**config.mk**
```make
export PLATFORM = sky130hd
export DESIGN_NAME = load_store_unit
export DESIGN_NICKNAME = d
export VERILOG_FILES = /design/src/source/backend_pkg.sv /design/src/source/load_store_unit.sv
export VERILOG_INCLUDE_DIRS = /design/src /design/src/include
export SDC_FILE = /design/constraint.sdc
export NUM_CORES = 1
export LEC_CHECK = 0
export BUFFER_PORTS_ARGS = -buffer_cell sky130_fd_sc_hd__buf_2
export CELL_PAD_IN_SITES_DETAIL_PLACEMENT = 1
export CELL_PAD_IN_SITES_GLOBAL_PLACEMENT = 2
export CORE_ASPECT_RATIO = 0.6
export CORE_MARGIN = 4
export CORE_UTILIZATION = 24
export CTS_CLUSTER_DIAMETER = 120
export CTS_CLUSTER_SIZE = 30
export DETAILED_ROUTE_END_ITERATION = 12
export GPL_TIMING_DRIVEN = 0
export PLACE_DENSITY = 0.93
export SYNTH_ARGS = -nofsm -noshare
export SYNTH_HDL_FRONTEND = slang
export SYNTH_SLANG_ARGS = --single-unit
```
**constraint.sdc**
```tcl
create_clock -name clk -period 4.3 [get_ports clk]
set_input_delay 0.86 -clock clk [delete_from_list [all_inputs] [get_ports clk]]
set_output_delay 0.86 -clock clk [all_outputs]
set_load 0.03 [all_outputs]
```
**src/include/backend_settings.svh**
```systemverilog
`ifndef BACKEND_SETTINGS_SVH
`define BACKEND_SETTINGS_SVH

// Integer data path width
`define BE_XLEN 64

// Architectural register file
`define BE_NUM_REGS 32
`define BE_REG_IDX_W 5

// Data-memory port, byte address
`define BE_ADDR_W 32

// One strobe bit per byte of a doubleword
`define BE_STRB_W 8

`endif

```
**src/source/backend_pkg.sv**
```systemverilog
`default_nettype none

`include "backend_settings.svh"

package backend_pkg;

    // RV64 major opcodes handled by the back end
    typedef enum logic [6:0] {
        LUI    = 7'b0110111,
        AUIPC  = 7'b0010111,
        OP_IMM = 7'b0010011,
        OP     = 7'b0110011,
        BRANCH = 7'b1100011,
        JAL    = 7'b1101111,
        JALR   = 7'b1100111,
        LOAD   = 7'b0000011,
        STORE  = 7'b0100011
    } opcode_e;

    typedef enum logic [3:0] {
        IDLE,
        ISSUE,
        EXECUTE,
        MEM_ACCESS,
        MEM_WAIT,
        WRITEBACK
    } backend_state_e;

    // Immediate arrives already sign-extended from the decoder
    typedef struct packed {
        logic [`BE_XLEN-1:0]      pc;
        opcode_e                  opcode;
        logic [`BE_REG_IDX_W-1:0] rd;
        logic [`BE_REG_IDX_W-1:0] rs1;
        logic [`BE_REG_IDX_W-1:0] rs2;
        logic [2:0]               funct3;
        logic [6:0]               funct7;
        logic [`BE_XLEN-1:0]      imm;
    } decoded_instr_t;

    typedef struct packed {
        logic [`BE_XLEN-1:0]      result;
        logic [`BE_REG_IDX_W-1:0] rd;
        logic                     reg_we;
        logic                     mem_re;
        logic                     mem_we;
        logic [2:0]               mem_size;
        logic [`BE_XLEN-1:0]      mem_addr;
        logic [`BE_XLEN-1:0]      store_data;
        logic                     branch_taken;
        logic [`BE_XLEN-1:0]      branch_target;
    } exec_result_t;

    typedef struct packed {
        logic                stall;
        logic                redirect;
        logic [`BE_XLEN-1:0] redirect_pc;
    } backend_ctrl_t;

    typedef struct packed {
        logic [`BE_ADDR_W-1:0] addr;
        logic [`BE_XLEN-1:0]   wdata;
        logic [`BE_STRB_W-1:0] wstrb;
        logic                  we;
    } dmem_req_t;

    typedef struct packed {
        logic [`BE_XLEN-1:0] data;
        logic                error;
    } dmem_resp_t;

endpackage

`default_nettype wire

```
**src/source/load_store_unit.sv**
```systemverilog
`timescale 1ns/1ps
`default_nettype none

`include "backend_settings.svh"

module load_store_unit import backend_pkg::*; (
    input  logic                clk,
    input  logic                rst_n,
    input  logic                mem_req_active,
    input  exec_result_t        exec_result,
    input  logic                dmem_resp_valid,
    input  dmem_resp_t          dmem_resp,
    output logic                dmem_req_valid,
    output dmem_req_t           dmem_req,
    output logic [`BE_XLEN-1:0] wb_data
);

    logic [2:0]          byte_off;
    logic [`BE_XLEN-1:0] resp_shifted;
    logic [`BE_XLEN-1:0] load_aligned;
    logic [`BE_XLEN-1:0] load_q;

    assign byte_off       = exec_result.mem_addr[2:0];
    assign dmem_req_valid = mem_req_active;

    always_comb begin
        dmem_req.addr  = {exec_result.mem_addr[`BE_ADDR_W-1:3], 3'b000};
        dmem_req.we    = exec_result.mem_we;
        dmem_req.wdata = exec_result.store_data << {byte_off, 3'b000};
        case (exec_result.mem_size[1:0])
            2'b00: dmem_req.wstrb = 8'h01 << byte_off;
            2'b01: dmem_req.wstrb = 8'h03 << byte_off;
            2'b10: dmem_req.wstrb = 8'h0f << byte_off;
            default: dmem_req.wstrb = 8'hff;
        endcase
    end

    // Bring the addressed bytes down to bit 0
    assign resp_shifted = dmem_resp.data >> {byte_off, 3'b000};

    always_comb begin
        case (exec_result.mem_size)
            3'b000: load_aligned = {{56{resp_shifted[7]}}, resp_shifted[7:0]};
            3'b001: load_aligned = {{48{resp_shifted[15]}}, resp_shifted[15:0]};
            3'b010: load_aligned = {{32{resp_shifted[31]}}, resp_shifted[31:0]};
            3'b100: load_aligned = {56'b0, resp_shifted[7:0]};
            3'b101: load_aligned = {48'b0, resp_shifted[15:0]};
            3'b110: load_aligned = {32'b0, resp_shifted[31:0]};
            default: load_aligned = resp_shifted;
        endcase
    end

    // Response data is only valid for one cycle, WRITEBACK comes after it
    always_ff @(posedge clk or negedge rst_n) begin
        if (!rst_n) begin
            load_q <= '0;
        end else if (dmem_resp_valid && !dmem_resp.error) begin
            load_q <= load_aligned;
        end
    end

    assign wb_data = exec_result.mem_re ? load_q : exec_result.result;

endmodule

`default_nettype wire

```
Word level (Yosys, flattened, before mapping) --
Index checks and enable logic that the tools add are counted. Widths: inputs -> output; s select.
Storage, ports and cells: logic and storage cells 20, flip-flop bits (word level) 64, output and inout bits 170
Cells by class: multiplexer cells 3, equality and inequality tests 7, reductions and logical operators 4, shifts and indexed selects 5
Operators by type and width (count):
- $pmux 64 s6 | 1
- $mux 64 | 1
- $shl 64x6->64 | 1
- $shr 64x6->64 | 1
- $pmux 8 s3 | 1
- $eq 3x3->1 const B | 3
- $shl 1x3->8 const A | 1
- $shl 2x3->8 const A | 1
- $shl 4x3->8 const A | 1
- $eq 3x1->1 const B | 1
- $eq 3x2->1 const B | 1
- $logic_not 3->1 | 1
- $eq 2x1->1 const B | 1
- $eq 2x2->1 const B | 1
- $logic_not 2->1 | 1
- $logic_and 1x1->1 | 1
- $logic_not 1->1 | 1

Logic depth before layout (Yosys ltp) --
Gate-level depths: netlist of the first run.
word-level depth 2, depth in mapped cells 9

Least setup slack after synthesis of the first run --
Ideal clock, no wire load.
path type input port to output port, from input exec_result[129] (netlist name), to output dmem_req[65] (netlist name), stages on the path 7, arrival time 2.535 ns, slack 0.905 ns, cells stage by stage buf_4 > buf_6 > buf_6 > buf_4 > buf_2 > a211oi_1 > o31ai_1
RTL lines:
- start, declared | RTL line load_store_unit.sv:10 | input exec_result_t exec_result,
- end, declared | RTL line load_store_unit.sv:14 | output dmem_req_t dmem_req,

==> metrics.md, run 1 <==
| Metric | Value |
|---|---|
| Status | `finished, final reports clean` |
| Fin cells | `1,688` |
| Setup repair bufs after CTS | `0` |
| PostCTS Resize Cnt | `0` |
| Total grt overflow | `0` |
| Layout area overhead | `36.3%` |
| Clk sinks | `64` |
| Layout Skew | `0 ns` |
| Die area | `34,100 um2` |
| Worst min path class | `flip-flop to flip-flop` |
| Cell variety after synth | `50` |
| Max H-tree Level | `3` |
| Clock root cell | `clkbuf_16` |
| Largest registers | `load_q x64` |
| Share of layout cells above drive strength 1 | `46.0%` |
| # rows | `49` |
| Num CTS Buffers | `9` |
| Synth top area share | `21.4%` |
| Fraction of the cycle the final worst path needs | `91.9%` |
| GRT Overall Usage | `24.6%` |
| Final Hold Fails | `0` |
| Leakage | `0.00484 uW` |
| Skew-Pair Late Insertion Delay | `0.34 ns` |
| Via Count | `9,076` |
| WL final | `44.6 mm` |
| PwrDens | `285 nW/um2` |
| Synth area leaders | `dfrtp_1 21%, mux2_2 11%, mux4_2 11%` |
| Placed cells | `1,657` |
| Initial Util | `24.7%` |
| Peak supply drop | `145 uV` |
| Initial antenna violation count | `27` |
| Setup_tns | `0 ns` |
| CP endpoint kind | `output port` |
| Overall Power | `2900 uW` |
| Hold buffer count at cts | `0` |
| Core ar. | `30,300 um2` |
| Reg clk slew, reported paths | `0.06 ns` |
| Setup violators final | `0` |
| DRT iter0 DRCs | `957` |
| Hold_sp | `load_q[10]$_DFFE_PN0P_` |
| WHS | `0.471 ns` |
| Design area | `10,200 um2` |
| RR Startpoint | `load_q[31]$_DFFE_PN0P_` |
| Worst slew pin tran | `1.08 ns` |
| Total of max-cap violations | `0` |
| Slew Limit Fails | `0` |
| Largest Register | `load_q` |
| CP Launch Type | `input pin` |
| Remaining design rule violation count | `0` |
| Wire per inst | `26.4 um` |
| Crit path from | `exec_result[131]` |
| Number of synthesized register bits | `64` |
| First-pass GRT wire length | `62.5 mm` |
| Drt pass-1 iters | `5` |
| Critical path fanouts, max | `10` |
| Max Clk Rate | `0.253 GHz` |
| IO buf count | `366` |
| Unrepaired setup endpoints after global routing | `false` |
| Area leader, netlist | `dfrtp_1` |
| CTS tree | `built` |
| Placed inst area | `9840 um2` |
| Gate Count Post-Synth | `880` |
| Cell area after synthesis | `7470 um2` |
| Dpl hpwl | `37.2 mm` |
| Largest net degree at the start of global routing | `42` |
| Register area share after synthesis | `21.4%` |
| Worst Hold Depth | `2` |
| Post-route ant nets | `0` |
| Nets | `1,603` |
| # IOs | `507` |
| GPL Wtd Cong | `0.973` |
| Worst slew margin | `27.6%` |
| CP arrival | `3.09 ns` |
| Clock Path Buffers | `2` |
| Synth warn | `0` |
| Vias in the first global route | `9,043` |
| R2R depth | `2` |
| Max FFs per register | `64` |
| Fin crit period | `3.95 ns` |
| Die X | `236 um` |
| CP Data Required Time | `3.44 ns` |
| WS Path Type | `input pin to output port` |
| Post-Syn Area per Cell | `8.49 um2` |
| Die height | `145 um` |
| Avg Vias per Cell | `5.38` |
-- routing by layer --
layer	vias to the layer above	global-route usage, %	share of wire, %
met5	-	0	0.18
met1	4542	34.1	44
met3	86	7.78	9.4
met4	14	6.76	2.5
met2	507	37.3	44
li1	3927	-	-
-- worst max-delay path, stage by stage --
cell and delay (ns):
buf_6 0.11, buf_2 0.21, inv_1 0.19, clkbuf_1 0.59
nand2_1 0.53, o21bai_1 0.34, buf_2 0.25
-- worst paths after layout --
path	to	slack (ns)
hold reg to reg	load_q[10]$_DFFE_PN0P_	0.47
min in group asynchronous	load_q[21]$_DFFE_PN0P_	0.51
max in group asynchronous	load_q[57]$_DFFE_PN0P_	3.16
hold / removal	load_q[10]$_DFFE_PN0P_	0.47
setup reg to reg	load_q[31]$_DFFE_PN0P_	3.47
setup / recovery	dmem_req[2]	0.35
-- kinds of logic after synthesis --
| logic type | count (synthesis) | share of synthesized area (%) |
|---|---|---|
| DFF | 64 | 21.4 |
| muxes | 189 | 32.6 |
| other | 1 | 0.0502 |
| buffers and inverters | 120 | 9.97 |
| adders and majority gates | 6 | 1.01 |
| and+or+nand+nor | 277 | 16.5 |
| AOI/OAI and AO/OA | 223 | 18.4 |
-- Yosys cell counts, drive strengths merged --
library cell and instances:
nor2 92, o21bai 2, ha 6, a211oi 25, or2 1, a221o 1, mux2 76, a31oi 10
o21ai 48, mux2i 77, a22o 1, o211ai 2, a211o 2, nand4 2, nor2b 24, o22a 11
a31o 1, a32oi 2, inv 4, nand2b 10, nor3 16, nand3b 2, a22oi 16, nand2 105
and2 20, dfrtp 64, a21oi 83, o22ai 9, a21o 2, and4 2, and2b 1, o221ai 1
clkbuf 31, buf 85, o31ai 6, o2111ai 1, conb 1, mux4 36, nand3 2
-- cell usage in the layout (no fill, tap or decap), drive strengths merged, types with 2 or more instances in the layout --
master,n
a21oi,83
diode,15
clkinvlp,2
o22a,11
a211o,2
a211oi,25
mux2,76
nand3,2
mux4,36
clkinv,2
nand2,105
a31oi,10
and4,2
o21bai,2
inv,6
nor2b,24
a32oi,2
nand3b,2
clkbuf,40
ha,6
o21ai,48
a22oi,16
o22ai,9
nand2b,10
conb,3
nor3,16
mux2i,77
o211ai,2
a21o,2
nor2,92
dfrtp,64
and2,20
o31ai,6
nand4,2
buf,452
-- metrics by stage --
step                      setup slack, ns  utilization [%]
after floorplan                     0.905                -
after global routing                0.297             33.6
after detailed placement            0.424             32.5
final                               0.350             33.6
after global placement              0.410             32.4
after CTS                           0.415             33.5
-- cell type report --
cell class / instances / area [um2]
Clock buffer: 9 / 225
Fill cell: 3724 / 20100
Clock inverter: 7 / 80.1
Tap cell: 408 / 510
Antenna cell: 15 / 37.5
Inverter: 4 / 15.0
Buffer: 116 / 729
Timing Repair Buffer: 367 / 1850
Sequential cell: 64 / 1600
Multi-Input combinational cell: 698 / 5130
-- report_power, final --
part / internal [uW] / total [uW] / switching (uW)
Clock: 454 / 755 / 301
Combinational: 501 / 1370 / 871
Sequential: 694 / 777 / 83.1
Total: 1650 / 2900 / 1250
Power figures use the tool's default switching activity.
==> run 2: changes to the inputs <==
--- a/config.mk
+++ b/config.mk
@@ -17,6 +17,7 @@
 export DETAILED_ROUTE_END_ITERATION = 12
 export GPL_TIMING_DRIVEN = 0
 export PLACE_DENSITY = 0.93
+export SETUP_SLACK_MARGIN = 0.5
 export SYNTH_ARGS = -nofsm -noshare
 export SYNTH_HDL_FRONTEND = slang
 export SYNTH_SLANG_ARGS = --single-unit
==> run 2 against run 1 <==
  * Wire length is essentially flat
  * Clock power is essentially flat
  * Global-route usage is the same
  * Final area grew 0.14%
  * First-iteration DRC count shrank 8.4%
  * Sequential share of layout area is essentially flat
==> metrics.md, run 2 (synthesis results as in run 1) <==
| Metric | Value |
|---|---|
| Largest registers | `load_q x64` |
| # rows | `49 (unchanged)` |
| CP Data Required Time | `3.44 ns (about the same)` |
| Clock Path Buffers | `2 (unchanged)` |
| Post-route ant nets | `0 (unchanged)` |
| Crit path buf inv count | `6 (+1)` |
| Via Count | `9,032 (-0.48%)` |
| Avg Vias per Cell | `5.34 (-0.60%)` |
| Unrepaired setup endpoints after global routing | `false` |
| Peak supply drop | `147 uV (+1.7%)` |
| Core ar. | `30,300 um2 (unchanged)` |
| Pint | `1650 uW (about the same)` |
| GRT Overall Usage | `24.6% (unchanged)` |
| Wire per inst | `26.3 um (-0.18%)` |
| Clock root cell | `clkbuf_16` |
| Clock share of power | `26.1% (about the same)` |
| Remaining design rule violation count | `0 (unchanged)` |
| Gate power share | `47.2% (about the same)` |
| Total grt overflow | `0 (unchanged)` |
| WS Path Type | `input pin to output port` |
| # IOs | `507 (unchanged)` |
| Largest Register | `load_q` |
| Worst min path class | `flip-flop to flip-flop` |
| Dpl hpwl | `37.2 mm (unchanged)` |
| Sw Share | `43.2% (about the same)` |
| Worst Hold Depth | `2 (unchanged)` |
| Hold buffer count at cts | `0 (unchanged)` |
| Setup_tns | `0 ns (unchanged)` |
| First-pass GRT wire length | `62.5 mm (unchanged)` |
| Fraction of the cycle the final worst path needs | `86.6% (-5.3 points)` |
| Max H-tree Level | `3 (unchanged)` |
| Most frequent cells in the layout | `383 x buf_2, 105 x nand2_1, 91 x nor2_1` |
| Total of max-cap violations | `0 (unchanged)` |
| Critical path's top delay family | `buffers and inverters` |
| Vias in the first global route | `9,043 (unchanged)` |
| R2r endpoint | `load_q[31]$_DFFE_PN0P_` |
| Setup repair bufs after CTS | `0 (unchanged)` |
| Overall Power | `2910 uW (+0.11%)` |
| Share of layout cells above drive strength 1 | `46.4% (+0.40 points)` |
| CTS tree | `built` |
| Sequential power share | `26.7% (about the same)` |
| CP arrival | `2.86 ns (-0.23 ns)` |
| Critical-path top delay cell | `nor3_2` |
| R2R depth | `2 (unchanged)` |
| CP Launch Type | `input pin` |
| Nets | `1,603 (unchanged)` |
| Slack of the worst reg-to-reg path | `3.47 ns (about the same)` |
| Layout Skew | `0 ns (unchanged)` |
| Worst setup margin | `0.578 ns (+0.228 ns)` |
| Leakage | `0.00485 uW (+0.32%)` |
| Max FFs per register | `64 (unchanged)` |
| Largest net degree at the start of global routing | `42 (unchanged)` |
| Max Clk Rate | `0.269 GHz (+6.1%)` |
| Place WS | `0.424 ns (unchanged)` |
| WL final | `44.5 mm (about the same)` |
| Finished Core Util | `33.7% (+0.045 points)` |
| Die X | `236 um (unchanged)` |
| RR Startpoint | `load_q[31]$_DFFE_PN0P_` |
| Commonest non-fill, non-tap cell in the layout | `buf_2` |
| Die height | `145 um (unchanged)` |
| PwrDens | `285 nW/um2 (about the same)` |
| Setup violators final | `0 (unchanged)` |
| Skew-Pair Late Insertion Delay | `0.34 ns (about the same)` |
| Worst slew margin | `25.1% (-2.5 points)` |
| Clk sinks | `64 (unchanged)` |
| Hold_sp | `load_q[10]$_DFFE_PN0P_` |
| Final Hold Fails | `0 (unchanged)` |
| Initial Util | `24.7% (unchanged)` |
| Slew Limit Fails | `0 (unchanged)` |
| Critical path fanouts, max | `10 (unchanged)` |
| Layout area overhead | `36.5%` |
| Status | `finished, final reports clean` |
| Hold Crit Endpoint | `load_q[10]$_DFFE_PN0P_` |
| Worst slew pin tran | `1.11 ns (+0.0365 ns)` |
| Num CTS Buffers | `9 (unchanged)` |
| GPL Wtd Cong | `0.973 (unchanged)` |
| Sw Pwr | `1260 uW (+0.19%)` |
| Die area | `34,100 um2 (unchanged)` |
| DRT iter0 DRCs | `877 (-8.4%)` |
| IO buf count | `366 (unchanged)` |
| Drt pass-1 iters | `5 (unchanged)` |
| Crit-path max cell delay | `0.68 ns (+0.09 ns)` |
| Cell breakdown of the critical path | `buf_2 > buf_4 > buf_6 > buf_6 > buf_4 > nor3_2 > or2_2 > buf_2` |
| Reg clk slew, reported paths | `0.06 ns (about the same)` |
| Fin crit period | `3.72 ns (-0.228 ns)` |
| Initial antenna violation count | `27 (unchanged)` |
| CP endpoint kind | `output port` |
-- run 2: changes by cell type in the layout (fill, tap and decap cells not counted), sizes merged --
cell	before	now
buf	452	451
clkbuf	40	41
diode	15	17
-- run 2: cell type report --
| class | count | area [um2] |
|---|---|---|
| Timing Repair Buffer | 367 | 1850 |
| Clock inverter | 7 | 80.1 |
| Multi-Input combinational cell | 698 | 5130 |
| Sequential cell | 64 | 1600 |
| Buffer | 116 | 738 |
| Inverter | 4 | 15.0 |
| Clock buffer | 9 | 225 |
| Antenna cell | 17 | 42.5 |
| Fill cell | 3725 | 20100 |
| Tap cell | 408 | 510 |
-- run 2: worst reg2reg max path, stage by stage (launching register included) --
cell     delay (ns)
dfrtp_1        0.44
nor2_1         0.21
a31oi_4        0.04
-- run 2: worst max-delay path by stage --
stage	start	to	slack, ns	depth (start not counted)
floorplan	exec_result[129]	dmem_req[65]	0.90	7
global placement	exec_result[131]	dmem_req[2]	0.41	7
detailed placement	exec_result[131]	dmem_req[2]	0.42	7
CTS	exec_result[129]	dmem_req[7]	0.50	8
global route	exec_result[129]	dmem_req[62]	0.51	9
finish	exec_result[129]	dmem_req[1]	0.58	8
-- run 2: repair_timing --
action / CTS / global route
gates resized for setup: 2 / 9
gates cloned: 0 / 0
endpoints found under the setup margin: 10 / 8
-- run 2: power by group through the flow --
stage / logic [uW] / clock network [uW] / registers, uW
4_1_cts: 1360 / 767 / 777
3_3_place_gp: 1330 / 0 / 785
2_1_floorplan: 884 / 0 / 734
5_1_grt: 1460 / 799 / 786
3_5_place_dp: 1360 / 0 / 786
6_report: 1370 / 758 / 776
-- run 2: per-stage QoR --
stage	cells	area (um2)	hold WS, ns
2_1_floorplan	882	7480	0.433
3_3_place_gp	1656	9820	0.469
3_5_place_dp	1657	9840	0.467
4_1_cts	1673	10100	0.483
5_1_grt	1686	10200	0.516
6_report	1690	10200	0.474
-- run 2: routing by layer --
| metal | up-vias | track usage [%] | wire, um |
|---|---|---|---|
| li1 | 3925 | - | - |
| met1 | 4526 | 34.1 | 19400 |
| met2 | 486 | 37.3 | 19700 |
| met3 | 81 | 7.78 | 4240 |
| met4 | 14 | 6.76 | 1160 |
| met5 | - | 0 | 82 |
==> run 3: changes to the inputs <==
--- a/config.mk
+++ b/config.mk
@@ -8,15 +8,14 @@
 export LEC_CHECK = 0
 export BUFFER_PORTS_ARGS = -buffer_cell sky130_fd_sc_hd__buf_2
 export CELL_PAD_IN_SITES_DETAIL_PLACEMENT = 1
-export CELL_PAD_IN_SITES_GLOBAL_PLACEMENT = 2
-export CORE_ASPECT_RATIO = 0.6
-export CORE_MARGIN = 4
-export CORE_UTILIZATION = 24
+export CELL_PAD_IN_SITES_GLOBAL_PLACEMENT = 1
+export CORE_AREA = 4 4 193 195
 export CTS_CLUSTER_DIAMETER = 120
 export CTS_CLUSTER_SIZE = 30
 export DETAILED_ROUTE_END_ITERATION = 12
+export DIE_AREA = 0 0 197 199
 export GPL_TIMING_DRIVEN = 0
-export PLACE_DENSITY = 0.93
+export PLACE_DENSITY = 0.67
 export SETUP_SLACK_MARGIN = 0.5
 export SYNTH_ARGS = -nofsm -noshare
 export SYNTH_HDL_FRONTEND = slang
==> run 3 against run 2 <==
  * Total power is 1.0% higher
  * Clock power is 7.0% higher
  * Cell count is 2.2% higher
  * Via count is 3.6% lower
  * First-iteration DRC count is 43% lower
  * Global-route usage is 3.3 points lower
  * Worst setup slack worse by 0.0015 ns
  * Core utilization is 4.8 points lower
  * Critical endpoint is now dmem_req[47]
  * Highest routed layer unchanged
==> metrics.md, run 3 (synthesis results as in run 1) <==
| Metric | Value |
|---|---|
| Nets | `1,602 (-0.062%)` |
| Slack of the worst reg-to-reg path | `3.50 ns (+0.03 ns)` |
| Initial Util | `21.1% (-3.6 points)` |
| Cell breakdown of the critical path | `buf_6 > buf_2 > inv_1 > buf_2 > nand2_1 > o22ai_1 > buf_2` |
| Placed cells | `1,709 (+3.1%)` |
| Sw Share | `41.1% (-2.1 points)` |
| PwrDens | `287 nW/um2 (+0.75%)` |
| Wire per inst | `25.5 um (-3.2%)` |
| Setup_tns | `0 ns (unchanged)` |
| Most frequent cells in the layout | `384 x buf_2, 105 x nand2_1, 91 x nor2_1` |
| Vias in the first global route | `9,243 (+2.2%)` |
| Setup violators final | `0 (unchanged)` |
| Place WS | `0.124 ns (-0.301 ns)` |
| Status | `finished, final reports clean` |
| Sw Pwr | `1210 uW (-3.9%)` |
| WS Path Type | `input pin to output port` |
| Crit path from | `exec_result[131]` |
| Total of max-cap violations | `0 (unchanged)` |
| Skew-Pair Late Insertion Delay | `0.34 ns (about the same)` |
| Max H-tree Level | `3 (unchanged)` |
| Worst setup margin | `0.576 ns (-0.00148 ns)` |
| Fraction of the cycle the final worst path needs | `86.6% (about the same)` |
| Worst min path class | `flip-flop to flip-flop` |
| Die area | `39,200 um2 (+15%)` |
| Largest Register | `load_q` |
| Largest net degree at the start of global routing | `65 (+55%)` |
| Clock Path Buffers | `2 (unchanged)` |
| IO buf count | `366 (unchanged)` |
| Fillers | `4,358 (+17%)` |
| Gate power share | `46.6% (-0.6 points)` |
| Leakage | `0.00486 uW (+0.13%)` |
| Worst slew margin | `19.9% (-5.3 points)` |
| Layout Skew | `0 ns (unchanged)` |
| Sequential power share | `25.8% (-0.9 points)` |
| Pint | `1730 uW (+4.8%)` |
| DRT iter0 DRCs | `497 (-43%)` |
| Initial antenna violation count | `7 (-74%)` |
| Share of layout cells above drive strength 1 | `46.2% (-0.16 points)` |
| Reg clk slew, reported paths | `0.06 ns (about the same)` |
| Critical path fanouts, max | `10 (unchanged)` |
| CTS tree | `built` |
| Setup repair bufs after CTS | `0 (unchanged)` |
| Post-route ant nets | `0 (unchanged)` |
| Finished Core Util | `28.9% (-4.8 points)` |
| Max FFs per register | `64 (unchanged)` |
| Clock root cell | `clkbuf_16` |
| # IOs | `507 (unchanged)` |
| Crit-path max cell delay | `0.42 ns (-0.26 ns)` |
| Most frequent CP cell | `buf_2` |
| Fin crit period | `3.72 ns (+0.00148 ns)` |
| Worst slew pin tran | `1.19 ns (+0.0782 ns)` |
| Peak supply drop | `148 uV (+0.91%)` |
| Dpl hpwl | `36.3 mm (-2.4%)` |
| Via Count | `8,711 (-3.6%)` |
| WL final | `44.1 mm (-1.0%)` |
| Critical-path top delay cell | `o22ai_1` |
| Remaining design rule violation count | `0 (unchanged)` |
| CP Capture Point | `dmem_req[47]` |
| Avg Vias per Cell | `5.04 (-5.7%)` |
| Die height | `199 um (+38%)` |
| Unrepaired setup endpoints after global routing | `false` |
| CP Launch Type | `input pin` |
| Die X | `197 um (-16%)` |
| Clk sinks | `64 (unchanged)` |
| RR Startpoint | `load_q[31]$_DFFE_PN0P_` |
| GRT Overall Usage | `21.3% (-3.3 points)` |
| FF/Latch Area | `1600 um2 (unchanged)` |
| Total grt overflow | `0 (unchanged)` |
| CP arrival | `2.86 ns (about the same)` |
| CP endpoint kind | `output port` |
| CP Data Required Time | `3.44 ns (about the same)` |
| Final Hold Fails | `0 (unchanged)` |
| Largest registers | `load_q x64` |
| Fin cells | `1,728 (+2.2%)` |
| # rows | `69 (+41%)` |
| R2r endpoint | `load_q[31]$_DFFE_PN0P_` |
| Slew Limit Fails | `0 (unchanged)` |
| GPL Wtd Cong | `0.932 (-4.3%)` |
| Commonest non-fill, non-tap cell in the layout | `buf_2` |
| Num CTS Buffers | `9 (unchanged)` |
| Area of the multi-input gates | `5130 um2 (unchanged)` |
| Core ar. | `35,400 um2 (+17%)` |
| Max Clk Rate | `0.269 GHz (about the same)` |
| Clock share of power | `27.6% (+1.5 points)` |
| First-pass GRT wire length | `62.2 mm (-0.45%)` |
| Layout area overhead | `36.9%` |
| Drt pass-1 iters | `5 (unchanged)` |
| R2R depth | `2 (unchanged)` |
[run 3: cell type report]
type | instances | area share (%)
inverters | 4 | 0.147
well taps | 461 | 5.64
clock buffers | 12 | 2.51
diodes | 4 | 0.0979
plain buffers | 116 | 7.20
clock inverters | 3 | 0.636
repair buffers | 366 | 17.9
flip-flops and latches | 64 | 15.7
multi-input cells | 698 | 50.2
[run 3: timing repair]
action | in CTS | in global routing
endpoints found under the setup margin | 30 | 12
hold buffers | 0 | 0
gates resized for setup | 3 | 5
hold endpoints to repair | 0 | 0
[run 3: metrics by stage]
stage	total power, uW	area (um2)	hold WS, ns
floorplan	1620	7480	0.433
global placement	2130	9880	0.456
detailed placement	2140	9890	0.466
CTS	2950	10200	0.479
global route	3080	10200	0.504
finish	2940	10200	0.474
[run 3: how the worst min path moves through the flow]
stage                            from                endpoint  slack (ns)  depth (start not counted)
2_1_floorplan  load_q[10]$_DFFE_PN0P_  load_q[10]$_DFFE_PN0P_        0.43                          2
3_3_place_gp    load_q[2]$_DFFE_PN0P_   load_q[2]$_DFFE_PN0P_        0.46                          2
3_5_place_dp   load_q[11]$_DFFE_PN0P_  load_q[11]$_DFFE_PN0P_        0.47                          2
4_1_cts        load_q[11]$_DFFE_PN0P_  load_q[11]$_DFFE_PN0P_        0.48                          2
5_1_grt        load_q[12]$_DFFE_PN0P_  load_q[12]$_DFFE_PN0P_        0.50                          2
6_report        load_q[9]$_DFFE_PN0P_   load_q[9]$_DFFE_PN0P_        0.47                          2
[run 3: power by group through the flow]
stage | clock network, uW | logic (uW) | registers, uW
3_5_place_dp | 0 | 1370 | 773
6_report | 811 | 1370 | 759
4_1_cts | 818 | 1370 | 763
3_3_place_gp | 0 | 1350 | 774
5_1_grt | 849 | 1460 | 770
2_1_floorplan | 0 | 884 | 734
[run 3: routing by layer]
layer  up-vias  share of wire (%)  GRT usage (%)
li1       3914                  -              -
met1      4286                 39           26.0
met2       450                 51           38.7
met3        53                8.1           4.95
met4         8                1.6           4.26
met5         -               0.12              0
[run 3: critical path: cells and delay by family]
family / cells / cell delay (ns)
compound gates: 1 / 0.42
buf+inv: 5 / 1.16
simple gates: 1 / 0.41
